<file path="config.mk">
export PLATFORM = sky130hd
export DESIGN_NAME = busArb_flat
export DESIGN_NICKNAME = d
export VERILOG_FILES = /design/src/phasePkg.sv /design/src/busPkg.sv /design/src/memIf.sv /design/src/busArb.sv /design/src/flat_wrapper.sv
export VERILOG_INCLUDE_DIRS = /design/src
export SDC_FILE = /design/constraint.sdc
export NUM_CORES = 1
export LEC_CHECK = 0
export BUFFER_PORTS_ARGS = -buffer_cell sky130_fd_sc_hd__buf_2
export CAP_MARGIN = 5
export CORE_AREA = 4 4 107 109
export DETAILED_ROUTE_END_ITERATION = 7
export DIE_AREA = 0 0 111 113
export GPL_ROUTABILITY_DRIVEN = 0
export GPL_TIMING_DRIVEN = 0
export HOLD_SLACK_MARGIN = 0.12
export SLEW_MARGIN = 20
export SYNTH_ARGS = -nofsm -noshare
export SYNTH_HDL_FRONTEND = slang
export SYNTH_SLANG_ARGS = --single-unit
</file>
<file path="constraint.sdc">
create_clock -name clkT -period 3.1 [get_ports clkT]
set_clock_uncertainty 0.2 [all_clocks]
set_input_delay 0.31 -clock clkT [delete_from_list [all_inputs] [get_ports clkT]]
set_output_delay 0.31 -clock clkT [all_outputs]
set_load 0.01 [all_outputs]
</file>
<file path="src/ks10_config.svh">
`ifndef KS10_CONFIG_SVH
`define KS10_CONFIG_SVH

`default_nettype none

////////////////////////////////////////////////////////////
// Backplane sizes
////////////////////////////////////////////////////////////

`define WORD_BITS     36      // KS10 data word
`define ADDR_BITS     20      // Physical address

// Implemented memory is 2**MEM_ADDR_BITS words
`define MEM_ADDR_BITS 10

`define NUM_REQ       3       // Console, UBA port, CPU port

`default_nettype wire

`endif
</file>
<file path="src/phasePkg.sv">
`default_nettype none

package phasePkg;

   // Four bus timing phases per memory cycle
   typedef enum logic [1:0] {phT1, phT2, phT3, phT4} busPhase;

   function automatic busPhase phaseNext(input busPhase cur);
      case (cur)
         phT1:    return phT2;
         phT2:    return phT3;
         phT3:    return phT4;
         default: return phT1;   // Wrap after phT4
      endcase
   endfunction

endpackage

`default_nettype wire

</file>
<file path="src/busPkg.sv">
`include "ks10_config.svh"
`default_nettype none

package busPkg;

   // One backplane data word
   typedef logic [`WORD_BITS-1:0] busWord;

   typedef logic [`ADDR_BITS-1:0] busAddr;

   // Request as presented by a bus master
   typedef struct packed
   {
      logic   write;
      busAddr addr;
      busWord wrData;
   } busRequest;

   // Requester slots, lower value wins arbitration
   typedef enum logic [1:0]
   {
      reqCsl = 2'd0,
      reqUba = 2'd1,
      reqCpu = 2'd2
   } reqIndex;

endpackage

`default_nettype wire

</file>
<file path="src/memIf.sv">
`default_nettype none
`timescale 1ns/10ps

interface memIf;
   import busPkg::*;

   logic   start;          // Pulse in phT1
   logic   write;
   busAddr addr;
   busWord wrData;

   busWord rdData;         // Zero for writes and NXM
   logic   done;           // Pulse in phT4
   logic   nxm;            // Valid with done

   // Arbiter side
   modport arb (
      output start, write, addr, wrData,
      input  rdData, done, nxm
   );

   // Memory controller side
   modport mem (
      input  start, write, addr, wrData,
      output rdData, done, nxm
   );

endinterface

`default_nettype wire

</file>
<file path="src/busArb.sv">
`include "ks10_config.svh"
`default_nettype none
`timescale 1ns/10ps

module busArb (
   input  logic                clkT,
   input  logic                memRST,
   input  phasePkg::busPhase   phase,
   input  logic [`NUM_REQ-1:0] reqVec,
   input  busPkg::busRequest   reqs [`NUM_REQ],
   output logic [`NUM_REQ-1:0] ackVec,
   memIf.arb                   mem
);
   import busPkg::*;
   import phasePkg::*;

   logic [`NUM_REQ-1:0] eligible;
   logic [`NUM_REQ-1:0] lastAck;     // Acks from previous cycle
   logic                grantHit;
   reqIndex             grantIdx;
   logic                busy;        // Access open in memory
   reqIndex             owner;

   ////////////////////////////////////////////////////////////
   // Request selection
   ////////////////////////////////////////////////////////////

   // A requester that was just acked may still show its old Req
   assign eligible = reqVec & ~lastAck;

   // Scan from lowest priority up so the last hit wins
   always_comb
   begin
      grantHit = 1'b0;
      grantIdx = reqCsl;
      for (int i = `NUM_REQ - 1; i >= 0; i--)
      begin
         if (eligible[i])
         begin
            grantHit = 1'b1;
            grantIdx = reqIndex'(i);
         end
      end
   end

   // Grant only at the top of a phase cycle
   assign mem.start  = (phase == phT1) && !busy && grantHit;
   assign mem.write  = reqs[grantIdx].write;
   assign mem.addr   = reqs[grantIdx].addr;
   assign mem.wrData = reqs[grantIdx].wrData;

   ////////////////////////////////////////////////////////////
   // Ownership and acknowledge
   ////////////////////////////////////////////////////////////

   always_ff @(posedge clkT)
   begin
      if (memRST)
      begin
         busy  <= 1'b0;
         owner <= reqCsl;
      end
      else if (mem.start)
      begin
         busy  <= 1'b1;
         owner <= grantIdx;
      end
      else if (mem.done)
      begin
         busy <= 1'b0;   // Free for the next phT1
      end
   end

   // Ack follows done in the same cycle
   always_comb
   begin
      for (int i = 0; i < `NUM_REQ; i++)
      begin
         ackVec[i] = mem.done && busy && (owner == reqIndex'(i));
      end
   end

   always_ff @(posedge clkT)
   begin
      if (memRST)
         lastAck <= '0;
      else
         lastAck <= ackVec;
   end

endmodule

`default_nettype wire

</file>
<file path="src/flat_wrapper.sv">
// flat-port wrapper written by rule: the top's interface ports become plain ports
module busArb_flat import busPkg::*; import phasePkg::*;
  (clkT, memRST, phase, reqVec, reqs, ackVec, mem_start, mem_write, mem_addr, mem_wrData, mem_rdData, mem_done, mem_nxm);
  memIf mem_i ();
  input  logic clkT;
  input  logic memRST;
  input  phasePkg::busPhase phase;
  input  logic [`NUM_REQ-1:0] reqVec;
  input  busPkg::busRequest reqs[`NUM_REQ];
  output logic [`NUM_REQ-1:0] ackVec;
  output wire logic [$bits(mem_i.start)-1:0] mem_start;
  output wire logic [$bits(mem_i.write)-1:0] mem_write;
  output wire logic [$bits(mem_i.addr)-1:0] mem_addr;
  output wire logic [$bits(mem_i.wrData)-1:0] mem_wrData;
  input wire logic [$bits(mem_i.rdData)-1:0] mem_rdData;
  input wire logic [$bits(mem_i.done)-1:0] mem_done;
  input wire logic [$bits(mem_i.nxm)-1:0] mem_nxm;
  assign mem_start = mem_i.start;
  assign mem_write = mem_i.write;
  assign mem_addr = mem_i.addr;
  assign mem_wrData = mem_i.wrData;
  assign mem_i.rdData = mem_rdData;
  assign mem_i.done = mem_done;
  assign mem_i.nxm = mem_nxm;
  busArb u_core (.clkT(clkT), .memRST(memRST), .phase(phase), .reqVec(reqVec), .reqs(reqs), .ackVec(ackVec), .mem(mem_i));
endmodule
</file>
Word-level counts from Yosys, hierarchy flattened --
Cells that the tools add are included. Widths: inputs -> output; s select.
Storage, ports and cells: logic and storage cells 30, bits in registers 6, output and inout bits 61, input port bits 216
Operators by class: equal/unequal tests 2, bitwise logic cells 3, $lt $le $gt $ge 1, reduce and logical (&&, ||, !) cells 10, muxes and demuxes 11
Operators with widths (count):
- $bmux 57 s2 | 1
- $mux 57 | 2
- $logic_and 1x1->1 | 6
- $mux 2 | 3
- $mux 1 | 5
- $logic_not 2->1 | 2
- $and 3x3->3 | 1
- $ge 3x3->1 const B | 1
- $not 2->3 | 1
- $not 3->3 | 1
- $eq 2x1->1 const B | 1
- $eq 2x2->1 const B | 1
- $reduce_bool 2->1 | 1
- $logic_not 1->1 | 1

Depth between registers and ports, before layout --
depth after elaboration 9, gate-level depth with buffers 6, depth with buffers taken out 3

Least setup slack after synthesis --
OpenSTA, ideal clock, no wires.
kind register to output, from register u_core.lastAck[0], to output mem_addr[11], arrival time 1157 ps, path slack 1433 ps, required time 2590 ps, cell stages (with the launch flop) 7, path buffers 3, cells stage by stage dfxtp_1 nand2b_1 buf_4 buf_4 buf_4 nand3_1 a31oi_1
Between the ends: longest elaborated chain between the ends 7
Ends and longest elaborated chain:
- start, declared | line busArb.sv:18 | logic [`NUM_REQ-1:0] lastAck;
- start signal, assigned | line busArb.sv:88 | lastAck <= ackVec;
- $not 3->3 | line busArb.sv:29 | assign eligible = reqVec & ~lastAck;
- $and 3x3->3 | line busArb.sv:29
- $mux 2 | line busArb.sv:38 | if (eligible[i])
- $not 2->3 (not written as such) | line busArb.sv:49 | assign mem.addr = reqs[grantIdx].addr;
- $bmux 57 s2 | line busArb.sv:49
- $mux 57 (not written as such) (2 in a row) | line busArb.sv:49
- end, declared | line flat_wrapper.sv:13 | output wire logic [$bits(mem_i.addr)-1:0] mem_addr;
Every way passes these cells. The select of a mux whose other input is x is not followed.

Worst setup path in the final report --
from register u_core.lastAck[0], to output mem_write
Between the ends: longest elaborated chain between the ends 7
Ends and longest elaborated chain:
- $not 3->3 | line busArb.sv:29
- $and 3x3->3 | line busArb.sv:29
- $mux 2 | line busArb.sv:38
- $not 2->3 (not written as such) | line busArb.sv:48 | assign mem.write = reqs[grantIdx].write;
- $bmux 57 s2 | line busArb.sv:48
- $mux 57 (2 in a row)
- end, declared | line flat_wrapper.sv:12 | output wire logic [$bits(mem_i.write)-1:0] mem_write;
Every way passes these cells. The select of a mux whose other input is x is not followed.

==> flow_metrics.py <==
metrics = {
    "yosys": {
        "ys_seq_area_share_pct": 6.43,
        "synth_top_family_by_area": "simple AND/OR/NAND/NOR gates",
        "synthAdderAreaFrac_pct": 0,
        "synth.area.top_cells": "nor4_1 19%, a31oi_1 19%, nand3_1 16%",
        "yosysUniqueCellTypes": 24,
        "syn_inst": 309,
        "syn_nets": 525,
        "syn-cell-area_um2": 1870,
        "synth_compound_area_share_pct": 36.9,
        "ys_ff_latch": 6,
        "yosysWarnings": 0,
        "synthArstFlopShare_pct": 0,
        "synth_top_area_share_pct": 19.4,
        "synth-edff-count": 0,
        "synth_simple_gate_area_share_pct": 41.8,
        "synth-xor-area-share_pct": 0,
        "ys_top_cells_by_count": "58 x nand3_1, 58 x nor4_1, 57 x a31oi_1",
        "synth_flop_cell": "dfxtp_1",
        "yosys.area.top_type": "nor4_1",
        "synth_area_per_cell_um2": 6.04,
        "synth.area.mux_share_pct": 0,
    },
    "placed_design": {
        "hpwl_um": 9610,
        "port_buffers": 239,
    },
    "worst_setup_path": {
        "worst_setup_path_end_kind": "output port",
        "crit_arrival_ps": 1890,
        "cp.depth": 6,
        "crit_path_cell_trace": "and2b_1, buf_4, buf_4, nor4_1, a31oi_1, buf_2",
        "startpoint_type": "flop",
        "required_ps": 2590,
        "cpMostUsedCell": "buf_4",
        "reg2regPathDepth": 6,
        "worstSetupPathType": "flop to output port",
        "worstPathMaxFanout": 10,
        "critPathMaxStageDelay_ps": 360,
        "critPathSlowestCell": "nor4_1",
        "crit_buf_inv": 3,
        "crit_family": "simple AND/OR/NAND/NOR gates",
    },
    "floorplanning": {
        "start_util_pct": 17.6,
        "core_um2": 10600,
        "rows": 38,
        "ioPinCount": 277,
        "die_area_um2": 12500,
        "chipWidth_um": 111,
        "die_h_um": 113,
    },
    "final_layout": {
        "n_fill_cell": 1193,
        "drive_above_1_share_pct": 50.6,
        "multiInputGateArea_um2": 1470,
        "diodes": 0,
        "regArea_um2": 120,
        "nets": 769,
        "syn2layout_area_growth_pct": 75.7,
    },
    "global_route": {
        "grt_max_degree": 11,
        "antenna_found_initial": 0,
        "grt_pass1_wl_um": 17800,
        "overflow": 0,
        "track_usage_pct": 16.8,
        "grt_pass1_vias": 3587,
    },
    "cts": {
        "post_cts_buffers": 0,
        "cts_buffer_depth": 2,
        "cts-buffers-inserted": 3,
        "htree_levels": 1,
        "cts_tree": "yes",
        "cts.repair.resized": 0,
        "cts_sinks": 6,
        "worst_skew_pair.late_latency_ps": 220,
        "clock-root-buffer": "clkbuf_8",
        "path_clk_slew_ps": 30,
        "hold_buffers": 0,
    },
    "drt": {
        "drtIter0Drc": 352,
        "drtPass1Iterations": 5,
        "wl_met1_um": 4950,
        "route.vias.total": 3620,
        "wl_per_cell_um": 16.9,
        "wl_met2_um": 5680,
        "via_per_inst": 5.24,
        "wl_met3_um": 970,
        "totalWireLength_um": 11700,
        "ant_nets": 0,
        "drc": 0,
        "highest_layer": "met4",
    },
    "timing": {
        "max_freq_mhz": 417,
        "relSlewSlack_pct": 66.6,
        "setup_tns_ps": 0,
        "fin_crit_ps": 2400,
        "grt_setup_unrepaired": "no",
        "post-route-period-util_pct": 77.3,
        "worstMarginPinSlew_ps": 501,
        "hold_violations": 0,
        "setup_violations": 0,
        "hold_ws_ps": 153,
        "report.final.slew_viol_count": 0,
    },
    "outcome": {
        "status": "finished, final reports clean",
    },
    "worst_hold_path": {
        "hold_depth": 2,
        "hold_path.class": "input port to flop",
    },
    "power_and_ir_drop": {
        "peakVddDrop_uv": 201,
        "powerDensity_nw_per_um2": 210,
        "power.leakage_nw": 1.49,
    },
    "run": {
        "maxCapViolations": 0,
    },
}
-- worst paths after layout --
| kind | start | to | slack [ps] |
|---|---|---|---|
| worst max-delay path | u_core.lastAck[0] | mem_write | 700 |
| worst min-delay path | memRST | u_core.lastAck[2] | 150 |
| worst max register to register | u_core.lastAck[0] | u_core.owner[0] | 1600 |
| worst min register to register | u_core.owner[1] | u_core.lastAck[0] | 340 |
-- logic make-up after synthesis --
| kind of cell | count (synthesis) |
|---|---|
| AO/OA/AOI/OAI | 119 |
| buffers and inverters | 50 |
| flip-flops | 6 |
| AND/OR/NAND/NOR | 134 |
-- through the flow --
| stage | utilization, % | worst slack (ps) | power [mW] | std cells | cell area, um^2 |
|---|---|---|---|---|---|
| floorplan | - | 1430 | 0.329 | 309 | 1870 |
| detailed placement | 30.5 | 848 | 0.576 | 688 | 3240 |
| global route | 30.9 | 567 | 0.742 | 691 | 3280 |
| CTS | 30.9 | 687 | 0.691 | 691 | 3280 |
| finish | 30.9 | 705 | 0.689 | 691 | 3280 |
| global placement | 30.5 | 839 | 0.571 | 688 | 3240 |
-- layout make-up --
type,instances,share of cell area (%)
Buffer,50,8.43
Tap cell,140,5.34
Multi-Input combinational cell,253,44.8
Clock buffer,3,1.26
Sequential cell,6,3.66
Timing Repair Buffer,239,36.5
-- flip-flops by register name, summed over array words and instances (netlist names) --
name and cells:
u_core.busy 1, u_core.owner 2, u_core.lastAck 3
-- power by group --
group	switching, mW	total, mW	internal [mW]
logic	0.271	0.494	0.223
clock network	0.0301	0.113	0.0831
registers	0.00219	0.0820	0.0798
-- placed cells by master, fill, tap and decap left out, types with 3 or more instances in the layout --
| master | count |
|---|---|
| buf_2 | 256 |
| nand3_1 | 58 |
| nor4_1 | 58 |
| a31oi_1 | 57 |
| o21ai_0 | 34 |
| o21ai_1 | 23 |
| clkbuf_1 | 17 |
| buf_4 | 14 |
| dfxtp_1 | 6 |
| nor2b_1 | 4 |
| nor3_1 | 3 |
| clkbuf_8 | 3 |
-- layer usage --
| layer | vias to the layer above | GRT usage [%] |
|---|---|---|
| met5 | - | 0 |
| met2 | 216 | 29.4 |
| li1 | 1729 | - |
| met1 | 1659 | 22.6 |
| met3 | 16 | 2.57 |
| met4 | 0 | 2.30 |
Power figures use the tool's default switching activity.
